<file path="config.mk">
export PLATFORM = sky130hd
export DESIGN_NAME = arbiter
export DESIGN_NICKNAME = d
export VERILOG_FILES = /design/src/verilog/mem_pkg.sv /design/src/verilog/arbiter.sv
export SDC_FILE = /design/constraint.sdc
export NUM_CORES = 1
export LEC_CHECK = 0
export ABC_AREA = 1
export BUFFER_PORTS_ARGS = -buffer_cell sky130_fd_sc_hd__buf_2
export CAP_MARGIN = 40
export CORE_AREA = 2 2 291 293
export DETAILED_ROUTE_END_ITERATION = 10
export DIE_AREA = 0 0 293 295
export GPL_TIMING_DRIVEN = 1
export PLACE_DENSITY = 0.3
export SLEW_MARGIN = 25
export SYNTH_ARGS = -nofsm -noshare
export SYNTH_HDL_FRONTEND = slang
export SYNTH_SLANG_ARGS = --single-unit
</file>
<file path="constraint.sdc">
create_clock -name clk_i -period 3.4 [get_ports clk_i]
set_input_delay 0.17 -clock clk_i [delete_from_list [all_inputs] [get_ports clk_i]]
set_output_delay 0.17 -clock clk_i [all_outputs]
set_load 0.05 [all_outputs]
</file>
<file path="src/verilog/mem_pkg.sv">
package mem_pkg;

    localparam int ADDR_WIDTH   = 32;
    localparam int BLOCK_WIDTH  = 128;
    localparam int WORD_WIDTH   = 32;

    // data space sits above instruction space.
    localparam logic [ADDR_WIDTH-1:0] DATA_OFFSET = 32'h0000_0800;
    localparam logic [3:0]            DEV_REGION  = 4'h1; // value of addr[19:16].

    localparam int ICACHE_LINES = 8;
    localparam int MEM_BLOCKS   = 256;
    localparam int MEM_LATENCY  = 3; // accept pulse to rvalid.
    localparam int DEV_REGS     = 4;

    // derived widths.
    localparam int OFFSET_BITS    = $clog2(BLOCK_WIDTH / 8);
    localparam int INDEX_BITS     = $clog2(ICACHE_LINES);
    localparam int TAG_WIDTH      = ADDR_WIDTH - INDEX_BITS - OFFSET_BITS;
    localparam int MEM_INDEX_BITS = $clog2(MEM_BLOCKS);
    localparam int LAT_WIDTH      = $clog2(MEM_LATENCY + 1);

    // request side of the block bus.
    typedef struct packed {
        logic [ADDR_WIDTH-1:0]  addr;
        logic [BLOCK_WIDTH-1:0] wdata;
        logic                   we;
        logic                   cs;
    } bus_req_t;

    // response side, rvalid is a one cycle pulse.
    typedef struct packed {
        logic [BLOCK_WIDTH-1:0] rdata;
        logic                   rvalid;
    } bus_rsp_t;

    typedef enum logic [1:0] {
        ARB_IDLE   = 2'd0,
        ARB_ICACHE = 2'd1,
        ARB_DATA   = 2'd2
    } arb_state_e;

endpackage

</file>
<file path="src/verilog/arbiter.sv">
`timescale 1ns/1ps

module arbiter import mem_pkg::*; (
    input  logic                  clk_i,
    input  logic                  rst_ni,
    // instruction cache side.
    input  logic [ADDR_WIDTH-1:0] i_addr_i,
    input  logic                  i_cs_i,
    output bus_rsp_t              i_rsp_o,
    // data port side.
    input  bus_req_t              d_req_i,
    output bus_rsp_t              d_rsp_o,
    // shared memory bus.
    output bus_req_t              mem_req_o,
    input  bus_rsp_t              mem_rsp_i,
    input  logic                  mem_accept_i
);

    arb_state_e            state_q;
    arb_state_e            state_d;
    logic                  accepted_q;
    logic                  d_is_dev;
    logic [ADDR_WIDTH-1:0] i_addr_blk;
    logic [ADDR_WIDTH-1:0] d_addr_map;

    // icache wins a tie from idle.
    always_comb begin
        state_d = state_q;
        case (state_q)
            ARB_IDLE: begin
                if (i_cs_i) begin
                    state_d = ARB_ICACHE;
                end else if (d_req_i.cs) begin
                    state_d = ARB_DATA;
                end
            end
            ARB_ICACHE: begin
                if (!i_cs_i) begin
                    state_d = d_req_i.cs ? ARB_DATA : ARB_IDLE;
                end
            end
            ARB_DATA: begin
                if (!d_req_i.cs) begin
                    state_d = i_cs_i ? ARB_ICACHE : ARB_IDLE;
                end
            end
            default: state_d = ARB_IDLE;
        endcase
    end

    assign i_addr_blk = {i_addr_i[ADDR_WIDTH-1:OFFSET_BITS], {OFFSET_BITS{1'b0}}};
    assign d_is_dev   = (d_req_i.addr[19:16] == DEV_REGION);

    // device addresses go through untouched.
    assign d_addr_map = d_is_dev ? d_req_i.addr :
        {d_req_i.addr[ADDR_WIDTH-1:OFFSET_BITS], {OFFSET_BITS{1'b0}}} + DATA_OFFSET;

    always_comb begin
        mem_req_o = '0;
        i_rsp_o   = '0;
        d_rsp_o   = '0;
        case (state_q)
            ARB_ICACHE: begin
                mem_req_o.addr = i_addr_blk;
                mem_req_o.cs   = !accepted_q;
                i_rsp_o        = mem_rsp_i;
            end
            ARB_DATA: begin
                mem_req_o.addr  = d_addr_map;
                mem_req_o.wdata = d_req_i.wdata;
                mem_req_o.we    = d_req_i.we;
                mem_req_o.cs    = !accepted_q; // one request per grant.
                d_rsp_o         = mem_rsp_i;
            end
            default: ;
        endcase
    end

    always_ff @(posedge clk_i) begin
        if (!rst_ni) begin
            state_q    <= ARB_IDLE;
            accepted_q <= 1'b0;
        end else begin
            state_q <= state_d;
            // a new owner always starts with a fresh request.
            if (state_d != state_q) begin
                accepted_q <= 1'b0;
            end else if (mem_accept_i) begin
                accepted_q <= 1'b1;
            end
        end
    end

endmodule

</file>
Yosys cells after proc, flatten, opt, wreduce, memory -nomap -nowiden. Index checks and enable logic that the tools add are counted.

Logic and storage cells: 25. Bits in registers: 3. Output and inout bits: 420. Input bits: 327.

Multiplexer cells: 13. Equal/unequal tests: 4. Bitwise gates (word level): 1. Reductions and logical operators: 4. Add/sub/neg operators: 1.

Operators with widths (number): 129-bit two-way mux (3); 32-bit one-hot mux with 2 select lines (1); 32-bit by 12-bit adder with 32-bit output (second input constant) (1); 32-bit two-way mux (1); 2-bit two-way mux (5); 2-bit one-hot mux with 3 select lines (1); 4-bit by 1-bit equality test with 1-bit output (second input constant) (1); 2-bit OR reduction (2); 2-bit by 1-bit equality test with 1-bit output (second input constant) (1); 2-bit equality test (second input constant) (1); 2-bit logical NOT (1); 1-bit two-way mux (2); 2-bit inequality test (1); 1-bit logical NOT (1); 1-bit inverter (1).

Logic depth before layout (Yosys ltp).
Depth after elaboration: 5. Gate-level depth with buffers: 11.

Worst setup path before layout. No wires, ideal clock.

Kind: register to output. From: reg state_q[0]. To: out mem_req_o[147] in the netlist's numbering. Data arrival time: 2287 ps. Path buffers: 0. Path slack: 943 ps. Data required time: 3230 ps. Stages on the path, launching flop included: 7. Path through: dfxtp_1 > inv_1 > ha_1 > nand2_4 > clkinv_1 > nand2_1 > o31ai_1.

RTL lines: start, declared (RTL line arbiter.sv:19) `arb_state_e state_q;`; start signal, assigned (RTL line arbiter.sv:84) `state_q <= state_d;`; end, declared (RTL line arbiter.sv:14) `output bus_req_t mem_req_o,`.

==> run_results.csv <==
group,metric,value,unit
worst_setup_path,slowest_stage,"clkinv_1",
placed_design,post-place-ws,707.4,ps
yosys,ys_warn_count,0,
worst_setup_path,cp_data_required_time,3230,ps
clock_tree,clk_latency,220,ps
global_route,grt_max_degree,142,
worst_setup_path,crit_path_end_kind,"primary output",
finish,fin_nets,2101,
timing,rsz0062_at_grt,"no",
worst_setup_path,r2r-start,"state_q[1]$_SDFF_PN0_",
clock_tree,cts_num_sinks,3,
power,total_leakage_power,8.299,nW
yosys,synth_enable_flop_cells,0,
finish,final_util,11.27,%
finish,design_area,9371,µm²
clock_tree,clk_pin_slew,30,ps
drt,drtIter0Drc,245,
worst_setup_path,crit_fanout,18,
timing,tns,0,ps
power,power.density,203.7,nW/µm²
yosys,yosysUniqueCellTypes,29,
yosys,synth-xor-area-share,0,%
finish,syn2layout_area_growth,116.2,%
yosys,synth_seq_cells,3,
timing,fin_crit,2850,ps
placed_design,dp.cells,2844,
clock_tree,cts_max_level,1,
worst_setup_path,startpoint,"state_q[0]$_SDFF_PN0_",
clock_tree,cts_buffers,3,
yosys,synthAdderAreaFrac,1.443,%
placed_design,hpwlAfterDp,39060,µm
yosys,synth_top_family_by_area,"simple AND/OR/NAND/NOR gates",
yosys,synthCells,1062,
yosys,synth_compound_gate_area_share,4.590,%
die,chipWidth,293,µm
yosys,yosysMostFrequentCell,"nand2_1",
timing,clock_skew,2.545,ps
worst_hold_path,hold_class,"primary input to flop",
clock_tree,cts_buffer_depth,2,
placed_design,globalplace.congestion,0.7671,
clock_tree,postCtsHoldBufs,0,
power,finalPower,1.909,mW
yosys,synth_flop_cell,"dfxtp_1",
die,fp.coreArea,83160,µm²
global_route,grt_pass1_wl,56120,µm
die,die-area,86440,µm²
drt,firstDrtPassIters,4,
worst_setup_path,crit_type,"flop to primary output",
yosys,synthArstFlopShare,0,%
drt,viasPerCell,2.914,
yosys,syn_avg_cell_area,4.081,µm²
finish,layout-drive-gt1-share,43.61,%
die,fp.dieH,295,µm
clock_tree,cts_setup_buffers,0,
placed_design,portBuffers,742,
clock_tree,root_buffer,"clkbuf_16",
drt,finalWirelength,43050,µm
yosys,synth_area_leaders,"nand2_1, inv_1, buf_2, nand3_1, nor2_1",
timing,setup_ws,550.0,ps
flow_run,maxCapViolCount,0,
outcome,status,"completed",
worst_setup_path,cpLargestDelayFamily,"buffers and inverters",
clock_tree,cts_tree,"yes",
yosys,post_synth_and_or_nand_nor_area_fraction,50.75,%
timing,worst_pin_slew,943.0,ps
drt,vias,8308,
die,start_util,5.212,%
worst_setup_path,crit_end,"mem_req_o[157]",
timing,setup_violations,0,
worst_setup_path,start_kind,"flop",
timing,hold_violations,0,
yosys,muxShareOfSynthArea,0,%
clock_tree,post_cts_resized,0,
global_route,track_usage,9.090,%
worst_setup_path,slowest_delay,520,ps
worst_setup_path,crit_cells,8,
yosys,synthTopCellsByCount,"nand2_1, inv_1, buf_2",
worst_setup_path,reg2reg_slack,1220,ps
timing,period_share,83.82,%
placed_design,placedInstanceArea,9285,µm²
global_route,antenna_found_initial,45,
drt,drc,0,
die,num_io_pins,747,
worst_setup_path,r2r_end,"accepted_q$_SDFFE_PP0P_",
timing,hold_slack,206.3,ps
yosys,syn_nets,1394,
timing,slew_headroom,37.13,%
finish,finalNonFillerCells,2851,
global_route,grt_overflow,0,
drt,drtAntennaViolNets,0,
worst_setup_path,cp_data_arrival_time,2680,ps
drt,avgRoutedWirePerCell,15.10,µm
yosys,synth_top_area_share,41.74,%
worst_setup_path,reg2regPathDepth,12,
worst_setup_path,crit_chain,"inv_1 -> ha_1 -> nand2_4 -> clkinv_1 -> buf_4 -> nand3_1 -> nand2_1 -> buf_2",
timing,fmax,350.9,MHz
yosys,synth_top_area_cell,"nand2_1",
power,vdd_drop_max,0.1073,mV
yosys,seq_area_frac_synth,1.386,%
die,num_rows,106,
worst_setup_path,critPathBufInv,4,
global_route,grt_pass1_vias,7687,
timing,maxSlewViolCount,0,
yosys,syn_area,4334,µm²
-- tightest hold or removal path, delay by kind of cell --
family | cells | cell delay (ps)
buffers and inverters | 2 | 140
AND/OR/NAND/NOR | 1 | 80
-- worst min-delay path by stage --
stage / startpoint / to / slack, ps / cells after the start
6_report: rst_ni / state_q[0]$_SDFF_PN0_ / 210 / 3
5_1_grt: rst_ni / accepted_q$_SDFFE_PP0P_ / 230 / 3
4_1_cts: rst_ni / state_q[0]$_SDFF_PN0_ / 200 / 3
3_5_place_dp: rst_ni / state_q[0]$_SDFF_PN0_ / 430 / 3
3_3_place_gp: rst_ni / state_q[0]$_SDFF_PN0_ / 440 / 3
2_1_floorplan: rst_ni / state_q[1]$_SDFF_PN0_ / 300 / 2
-- flip-flops by register name, indices dropped and copies added (netlist names) --
| register | count |
|---|---|
| accepted_q | 1 |
| state_q | 2 |
-- cells in the final DEF (no fill, tap or decap), types with 6 or more instances in the layout --
cell,synthesis,final
a22o_1,7,7
o21ai_0,8,8
nand3_1,26,26
nor2_1,29,29
buf_4,1,6
inv_1,416,416
a21oi_1,8,8
nand2_1,482,482
buf_2,39,742
-- power breakdown --
part           internal, mW  switching (mW)  total (mW)
combinational         0.395            1.28        1.68
clock                 0.155          0.0315       0.186
sequential           0.0388         0.00466      0.0435
total                 0.588            1.32        1.91
-- logic make-up (layout without fill, tap and decap cells) --
kind of cell             count (synthesis)  after routing
AND/OR/NAND/NOR                        556            556
buffers and inverters                  467           1173
AO/OA/AOI/OAI                           31             31
adder cells (fa/ha/maj)                  5              5
flip-flops                               3              3
other                                    0              3
-- cell type report --
cell class	instances	area, µm²
Antenna cell	3	7.507
Inverter	418	1569
Timing Repair Buffer	751	3819
Fill cell	10120	73790
Tap cell	1080	1351
Multi-Input combinational cell	592	2486
Sequential cell	3	60.06
Clock buffer	4	78.83
-- per-layer routing --
layer / share of wire (%) / track usage, % / wire, µm
met1: 41 / 10.95 / 17730
met2: 49 / 16.90 / 21290
met3: 7.7 / 2.052 / 3304
met4: 1.5 / 0.8505 / 628
met5: 0.24 / 0 / 103
No activity file was read; power rests on OpenSTA's default activity.
