[config.mk]
export PLATFORM = sky130hd
export DESIGN_NAME = icache
export DESIGN_NICKNAME = d
export VERILOG_FILES = /design/src/verilog/mem_pkg.sv /design/src/verilog/icache.sv
export SDC_FILE = /design/constraint.sdc
export NUM_CORES = 1
export LEC_CHECK = 0
export BUFFER_PORTS_ARGS = -buffer_cell sky130_fd_sc_hd__buf_2
export CAP_MARGIN = 20
export CORE_MARGIN = 2
export CORE_UTILIZATION = 55
export CTS_CLUSTER_SIZE = 10
export DETAILED_ROUTE_END_ITERATION = 8
export MAX_ROUTING_LAYER = met4
export PLACE_DENSITY = 0.73
export SLEW_MARGIN = 20
export SYNTH_ARGS = -nofsm -noshare
export SYNTH_HDL_FRONTEND = slang
export SYNTH_SLANG_ARGS = --single-unit
[constraint.sdc]
create_clock -name clk_i -period 30.1 [get_ports clk_i]
set_input_delay 1.505 -clock clk_i [delete_from_list [all_inputs] [get_ports clk_i]]
set_output_delay 1.505 -clock clk_i [all_outputs]
set_load 0.01 [all_outputs]
[src/verilog/mem_pkg.sv]
package mem_pkg;

    localparam int ADDR_WIDTH   = 32;
    localparam int BLOCK_WIDTH  = 128;
    localparam int WORD_WIDTH   = 32;

    // data space sits above instruction space.
    localparam logic [ADDR_WIDTH-1:0] DATA_OFFSET = 32'h0000_0800;
    localparam logic [3:0]            DEV_REGION  = 4'h1; // value of addr[19:16].

    localparam int ICACHE_LINES = 8;
    localparam int MEM_BLOCKS   = 256;
    localparam int MEM_LATENCY  = 3; // accept pulse to rvalid.
    localparam int DEV_REGS     = 4;

    // derived widths.
    localparam int OFFSET_BITS    = $clog2(BLOCK_WIDTH / 8);
    localparam int INDEX_BITS     = $clog2(ICACHE_LINES);
    localparam int TAG_WIDTH      = ADDR_WIDTH - INDEX_BITS - OFFSET_BITS;
    localparam int MEM_INDEX_BITS = $clog2(MEM_BLOCKS);
    localparam int LAT_WIDTH      = $clog2(MEM_LATENCY + 1);

    // request side of the block bus.
    typedef struct packed {
        logic [ADDR_WIDTH-1:0]  addr;
        logic [BLOCK_WIDTH-1:0] wdata;
        logic                   we;
        logic                   cs;
    } bus_req_t;

    // response side, rvalid is a one cycle pulse.
    typedef struct packed {
        logic [BLOCK_WIDTH-1:0] rdata;
        logic                   rvalid;
    } bus_rsp_t;

    typedef enum logic [1:0] {
        ARB_IDLE   = 2'd0,
        ARB_ICACHE = 2'd1,
        ARB_DATA   = 2'd2
    } arb_state_e;

endpackage

[src/verilog/icache.sv]
`timescale 1ns/1ps

module icache import mem_pkg::*; (
    input  logic                  clk_i,
    input  logic                  rst_ni,
    input  logic [ADDR_WIDTH-1:0] fetch_addr_i,
    input  logic                  fetch_req_i,
    output logic [WORD_WIDTH-1:0] fetch_instr_o,
    output logic                  fetch_valid_o,
    output logic [ADDR_WIDTH-1:0] miss_addr_o,
    output logic                  miss_cs_o,
    input  bus_rsp_t              refill_i
);

    typedef enum logic {
        IC_LOOKUP = 1'b0,
        IC_REFILL = 1'b1
    } ic_state_e;

    ic_state_e              state_q;
    logic [ICACHE_LINES-1:0] valid_q;
    logic [TAG_WIDTH-1:0]   tag_q [ICACHE_LINES];
    logic [BLOCK_WIDTH-1:0] data_q [ICACHE_LINES];
    logic                   miss_cs_q;
    logic                   fetch_valid_q;
    logic [WORD_WIDTH-1:0]  instr_q;

    logic [INDEX_BITS-1:0]  idx;
    logic [TAG_WIDTH-1:0]   tag;
    logic [1:0]             word_sel;
    logic                   hit;
    logic                   lookup;
    logic                   refill_done;

    assign idx      = fetch_addr_i[OFFSET_BITS +: INDEX_BITS];
    assign tag      = fetch_addr_i[ADDR_WIDTH-1 -: TAG_WIDTH];
    assign word_sel = fetch_addr_i[3:2];
    assign hit      = valid_q[idx] && (tag_q[idx] == tag);

    // the held request is not looked up again while it is being answered.
    assign lookup      = fetch_req_i && !fetch_valid_q && (state_q == IC_LOOKUP);
    assign refill_done = (state_q == IC_REFILL) && refill_i.rvalid;

    always_ff @(posedge clk_i) begin
        if (!rst_ni) begin
            state_q       <= IC_LOOKUP;
            valid_q       <= '0;
            miss_cs_q     <= 1'b0;
            fetch_valid_q <= 1'b0;
        end else begin
            fetch_valid_q <= 1'b0;
            case (state_q)
                IC_LOOKUP: begin
                    if (lookup && hit) begin
                        fetch_valid_q <= 1'b1;
                    end else if (lookup) begin
                        state_q   <= IC_REFILL;
                        miss_cs_q <= 1'b1;
                    end
                end
                IC_REFILL: begin
                    if (refill_done) begin
                        state_q       <= IC_LOOKUP;
                        miss_cs_q     <= 1'b0; // low in the cycle after rvalid.
                        fetch_valid_q <= 1'b1;
                        valid_q[idx]  <= 1'b1;
                    end
                end
                default: state_q <= IC_LOOKUP;
            endcase
        end
    end

    // line data and tags, qualified by valid_q.
    always_ff @(posedge clk_i) begin
        if (lookup && hit) begin
            instr_q <= data_q[idx][word_sel*WORD_WIDTH +: WORD_WIDTH];
        end
        if (refill_done) begin
            data_q[idx] <= refill_i.rdata;
            tag_q[idx]  <= tag;
            instr_q     <= refill_i.rdata[word_sel*WORD_WIDTH +: WORD_WIDTH]; // bypass.
        end
    end

    assign miss_addr_o   = {fetch_addr_i[ADDR_WIDTH-1:OFFSET_BITS], {OFFSET_BITS{1'b0}}};
    assign miss_cs_o     = miss_cs_q;
    assign fetch_instr_o = instr_q;
    assign fetch_valid_o = fetch_valid_q;

endmodule

# Word level (Yosys, flattened, before mapping)
# Memories as Yosys holds them, arrays and structs flattened.
# Cells that the tools add are included.
dict set report classes {
  add_sub_neg 0
  multipliers 0
  n_div 0
  magnitude_cmp 2
  eq_ne 4
  n_shift 2
  mux 18
  bitwise_logic 2
  n_reduce_logical 10
}
# op count
set ops {}
lappend ops {{variable part select 128 x 8 -> 32 bit} 2}
lappend ops {{2-to-1 mux 32 bit} 2}
lappend ops {{== test 25 bit} 1}
lappend ops {{2-to-1 mux 1 bit} 11}
lappend ops {{bitwise OR 8 bit} 1}
lappend ops {{logical AND 1 bit} 6}
lappend ops {{one-hot mux 1 bit (2 select lines)} 3}
lappend ops {{less-than comparator 3 x 4 -> 1 bit (second input constant)} 1}
lappend ops {{inequality test 2 bit (second input constant)} 2}
lappend ops {{binary-select mux 1 bit (select 3 bit)} 1}
lappend ops {{demux 1 bit (select 3 bit)} 1}
lappend ops {{>= comparator 3 x 1 -> 1 bit (second input constant)} 1}
lappend ops {{AND reduction 3 bit} 1}
lappend ops {{inequality test 2 x 1 -> 1 bit (second input constant)} 1}
lappend ops {{AND reduction 2 bit} 1}
lappend ops {{nonzero test 2 bit} 1}
lappend ops {{logical NOT 1 bit} 1}
lappend ops {{NOT 1 bit} 1}
dict set report totals {
  ff_bits 43
  latch_bits 0
  mem_bits_rw 1224
  rom_bits 0
  wordCells 45
  memories 2
}
# memory words word_bits rd rd_ports_with_merged_regs write_ports line
set memory_table {}
lappend memory_table {data_q 8 128 1 0 1 icache.sv:23} ;# logic [BLOCK_WIDTH-1:0] data_q [ICACHE_LINES];
lappend memory_table {tag_q 8 25 1 0 1 icache.sv:22} ;# logic [TAG_WIDTH-1:0] tag_q [ICACHE_LINES];

# Depth between registers and ports, before layout
dict set report depth {
  word_depth 6
  depth_mapped 12
  depth_no_buf 7
}

# Worst setup path before layout
# OpenSTA, ideal clock, no wires.
dict set report synth_path {
  path_type {input port to flip-flop}
  from {input port fetch_addr_i[6]}
  to {memory data_q[1][0], enable pin}
  arrival_time_ns 13.012
  required_ns 29.245
  setup_slack_ns 16.233
  stages 8
  cell_sequence {buf_6 buf_6 buf_6 buf_6 buf_2 buf_4 clkbuf_1 nor3_1}
}
# element line
set synth_lines {}
lappend synth_lines {{from (decl)} icache.sv:6} ;# input logic [ADDR_WIDTH-1:0] fetch_addr_i,
lappend synth_lines {{to (decl)} icache.sv:23}
# Straight into the memory's write port.

# Worst setup path after layout
dict set report layout_path {
  from {input port fetch_addr_i[5]}
  to {register instr_q[16] (netlist: fetch_instr_o[16]), enable pin}
}
dict set report layout_between {
  elab_chain_len 5
  word_cells_on_any_way 7
  classes_between {eq/ne (1); mux (2); reduce/logical (3); memory (1)}
}
# element line
set layout_rtl {}
lappend layout_rtl {{memory (8 x 25 bit) or binary-select mux 1 bit (select 3 bit) (tied branches)} n/a}
lappend layout_rtl {{== test 25 bit or 2-to-1 mux 1 bit (tied branches)} icache.sv:38} ;# assign hit = valid_q[idx] && (tag_q[idx] == tag);
lappend layout_rtl {{logical AND 1 bit (*)} icache.sv:38}
lappend layout_rtl {{logical AND 1 bit (*)} icache.sv:76} ;# if (lookup && hit) begin
lappend layout_rtl {{nonzero test 2 bit (no source line) (*)} n/a}
lappend layout_rtl {{to (signal assigned)} icache.sv:77} ;# instr_q <= data_q[idx][word_sel*WORD_WIDTH +: WORD_WIDTH];
lappend layout_rtl {{to (signal assigned)} icache.sv:82} ;# instr_q <= refill_i.rdata[word_sel*WORD_WIDTH +: WORD_WIDTH];
lappend layout_rtl {{to (decl)} icache.sv:26} ;# logic [WORD_WIDTH-1:0] instr_q;
# Every way passes the cells marked *; elsewhere a longest branch is shown, timed or not. The select of a mux whose other input is x is not followed.
# A chain may end at the register's enable or synchronous reset.

==> results.md <==
* Drt first-iter violations at 3,404
* Area leader, netlist: edfxtp_1
* Min Tclk post-route at 6410 ps
* Worst r2r path cells at 5
* Avg WL per Cell at 29.6 um
* Setup TNS at 0 ps
* Grt ovf at 0
* DRT antenna net count at 0
* Fraction of registers with async set or reset after synthesis at 0%
* Initial core utilization at between 50 and 60%
* Top cell type's share of synthesized area at 75.2%
* Post-Synth Simple-Gate Area at ~2.8%
* Htree depth at 4
* Synthesized flop and latch total at between 1,000 and 1,500
* Status: completed
* Largest family of logic cells by synthesized area: multiplexers
* Power density over the cells at about 66 nW/um2
* Fin cells at around 4,300
* Worst EP required at ~30,000 ps
* Final #Nets at around 3,200
* Routed wire length at 128 mm
* Initial antenna violation count at 48
* Clk pin slew, worst setup/hold paths at 50 ps
* Die X at between 300 and 400 um
* First-pass GRT wire length at 188 mm
* Area of the die at roughly 94,000 um2
* Max VDD drop at 57.7 uV
* Gate count after technology mapping at 2,862
* Max cap viols at 0
* Finished Cell Area at 56,200 um2
* Critical R2R Launch: state_q$_SDFF_PN0_
* Worst R2R Setup Slack at approximately 26,000 ps
* CP max FO at 69
* RSZ-0062 raised after global routing: no
* Static leakage at ~19 nW
* Crit path kind: input pin to flop
* Number of synthesized flops with an enable pin at ~1,300
* Core Footprint at between 90,000 and 100,000 um2
* DRC at 0
* Post-Syn Area at roughly 50,000 um2
* Post-synthesis mux area share at between 10% and 20%
* Worst Skew at around 27 ps
* Largest net degree at the start of global routing at ~130
* I/O Pins at 230
* Avg Cell Area, Syn at ~18 um2
* Tcrit/Tclk final at a little over a fifth
* Dpl cells at 4,107
* Skew-Pair Late Insertion Delay at approximately 740 ps
* Adder-Cell Fraction of Synth Area at 0%
* Compound-Gate Fraction of Synth Area at about 8.4%
* CTS root buf: clkbuf_16
* P&R area growth vs syn at 12.1%
* Max clock buf depth at 3
* Setup Fix Bufs, Post-CTS at 0
* Synth Flop Type: edfxtp_1
* PortBufs at 223
* Total CTS buffers at approximately 150
* Final setup violation count at 0
* Yosys Warn Count at 0
* Actual slew at the worst max-slew pin at roughly 1200 ps
* WP data arrival at between 6000 and 7000 ps
* Final Wtd Congestion at 0.782
* TritonRoute pass-1 iters at 5
* Synth Area in XOR/XNOR at 0.384%
* DP Area at 52,200 um2
* Routed vias at 28,132
* Hold Vio Cnt, Final at 0
* Final Max Slew Viols at 0
* Distinct cells, synth at 57
* Hold Crit Class: flop to flop
* Chip height at between 300 and 400 um
* Share of cells above drive strength 1 at a little over a fifth
* Startpoint Class: input pin
* Seq/Total Area, Yosys at between 70% and 80%
* Clk sinks at about 1,300
* PostCTS Resize Cnt at 0
* Rel. slew slack at between 20% and 30%
* Reg2Reg Capture Point: fetch_instr_o[28]$_DFFE_PP_
* CTS Hold Buffers Added at 0
* Dpl hpwl at slightly below 70 mm
* FMAX at 156 MHz
* Largest cells by area after synthesis: edfxtp_1, mux4_2, mux2i_1, a21oi_1, mux2_2
* CTS tree: built
* Post-DR vias/cell at approximately 6.5
* Hold endpoint: valid_q[3]$_SDFFE_PN0P_
* # rows at between 100 and 150
* Hold Path Stages at 1
* CP Capture Type: flop
* Vias in the first global route at 28,399
* Tot GR Track Use at 28.5%
* Hold wc startpoint: valid_q[3]$_SDFFE_PN0P_
[synthesized netlist by cell type, types with 12 or more instances]
library cell / number
o21ai_0: 31
buf_6: 16
o21a_1: 12
clkbuf_1: 76
a211oi_1: 29
nor2_1: 242
xor2_1: 15
buf_2: 67
nor3_1: 12
edfxtp_1: 1256
mux2i_1: 156
buf_4: 58
mux2_1: 31
mux2_2: 103
nand2_1: 52
a22o_1: 33
mux4_2: 88
a21oi_1: 244
a31oi_1: 14
a221oi_1: 109
o22ai_1: 18
a22oi_1: 86
[worst max-delay path by stage]
stage	end	cells after the start	slack [ps]	start
final	fetch_instr_o[16]$_DFFE_PP_	11	23690	fetch_addr_i[5]
after global placement	fetch_instr_o[30]$_DFFE_PP_	11	23020	fetch_addr_i[5]
after floorplan	data_q[1][0]$_DFFE_PP_	8	16230	fetch_addr_i[6]
after detailed placement	fetch_instr_o[30]$_DFFE_PP_	11	22970	fetch_addr_i[5]
after global routing	fetch_instr_o[16]$_DFFE_PP_	11	23500	fetch_addr_i[5]
after CTS	fetch_instr_o[16]$_DFFE_PP_	11	23740	fetch_addr_i[5]
[cells in the final DEF (no fill, tap or decap), types with 8 or more instances in the layout]
cell | netlist | layout
edfxtp_1 | 1256 | 1256
a21oi_1 | 244 | 244
nor2_1 | 242 | 235
buf_2 | 67 | 220
mux2i_1 | 156 | 156
clkbuf_16 | 0 | 147
a221oi_1 | 109 | 109
mux2_2 | 103 | 103
mux4_2 | 88 | 88
a22oi_1 | 86 | 86
buf_4 | 58 | 59
nand2_1 | 52 | 51
diode_2 | 0 | 47
a22o_1 | 33 | 33
o21ai_0 | 31 | 31
mux2_1 | 31 | 31
a211oi_1 | 29 | 29
o22ai_1 | 18 | 18
xor2_1 | 15 | 15
a31oi_1 | 14 | 14
clkbuf_1 | 76 | 14
o21a_1 | 12 | 12
o211ai_1 | 11 | 11
a222oi_1 | 11 | 11
dfxtp_1 | 11 | 11
nor3_2 | 2 | 8
[through the flow]
stage          utilization (%)  setup slack [ps]  power (W)  hold slack, ps
6_report                  62.3             23690    0.00369             473
3_3_place_gp              57.9             23020    0.00221             441
3_5_place_dp              57.9             22970    0.00222             461
2_1_floorplan                -             16230    0.00213             435
4_1_cts                   62.2             23740    0.00370             473
5_1_grt                   62.3             23500    0.00379             487
[layer usage]
layer	track usage (%)	vias to the layer above	routed length, um
met1	36.6	14330	47700
met2	44.1	1591	62400
met4	12.3	0	4150
li1	-	11937	-
met5	-	-	0
met3	6.43	274	13700
[cell type report]
| class | count | area [um2] |
|---|---|---|
| Tap cell | 1176 | 1470 |
| Multi-Input combinational cell | 1375 | 11100 |
| Clock buffer | 161 | 3730 |
| Inverter | 4 | 15.0 |
| Timing Repair Buffer | 285 | 1650 |
| Fill cell | 6101 | 34000 |
| Clock inverter | 13 | 163 |
| Sequential cell | 1267 | 37900 |
| Antenna cell | 47 | 118 |
[cell families after synthesis]
kind of cell	after synthesis
multiplexers	381
AO/OA/AOI/OAI	623
flip-flops	1267
AND/OR/NAND/NOR	345
other	1
XOR/XNOR	22
buffers and inverters	223
[power by group]
part | internal [W] | switching, W | leakage, nW
clock | 0.000870 | 0.000636 | 1.91
combinational | 0.0000777 | 0.000142 | 5.22
sequential | 0.00196 | 0.00000429 | 11.4
[sequential cells by signal, summed over array words and instances (netlist names)]
signal	cells
fetch_valid_o	1
fetch_instr_o	32
valid_q	8
data_q	1024
miss_cs_o	1
tag_q	200
state_q	1
[critical path: stages]
cell	delay [ps]
buf_8	490
buf_4	730
buf_4	710
nand2_1	650
o32ai_1	340
nor4_2	100
xor2_1	190
nand4_1	110
nor4_1	790
a21o_2	240
buf_4	670
Power figures use the tool's default switching activity.
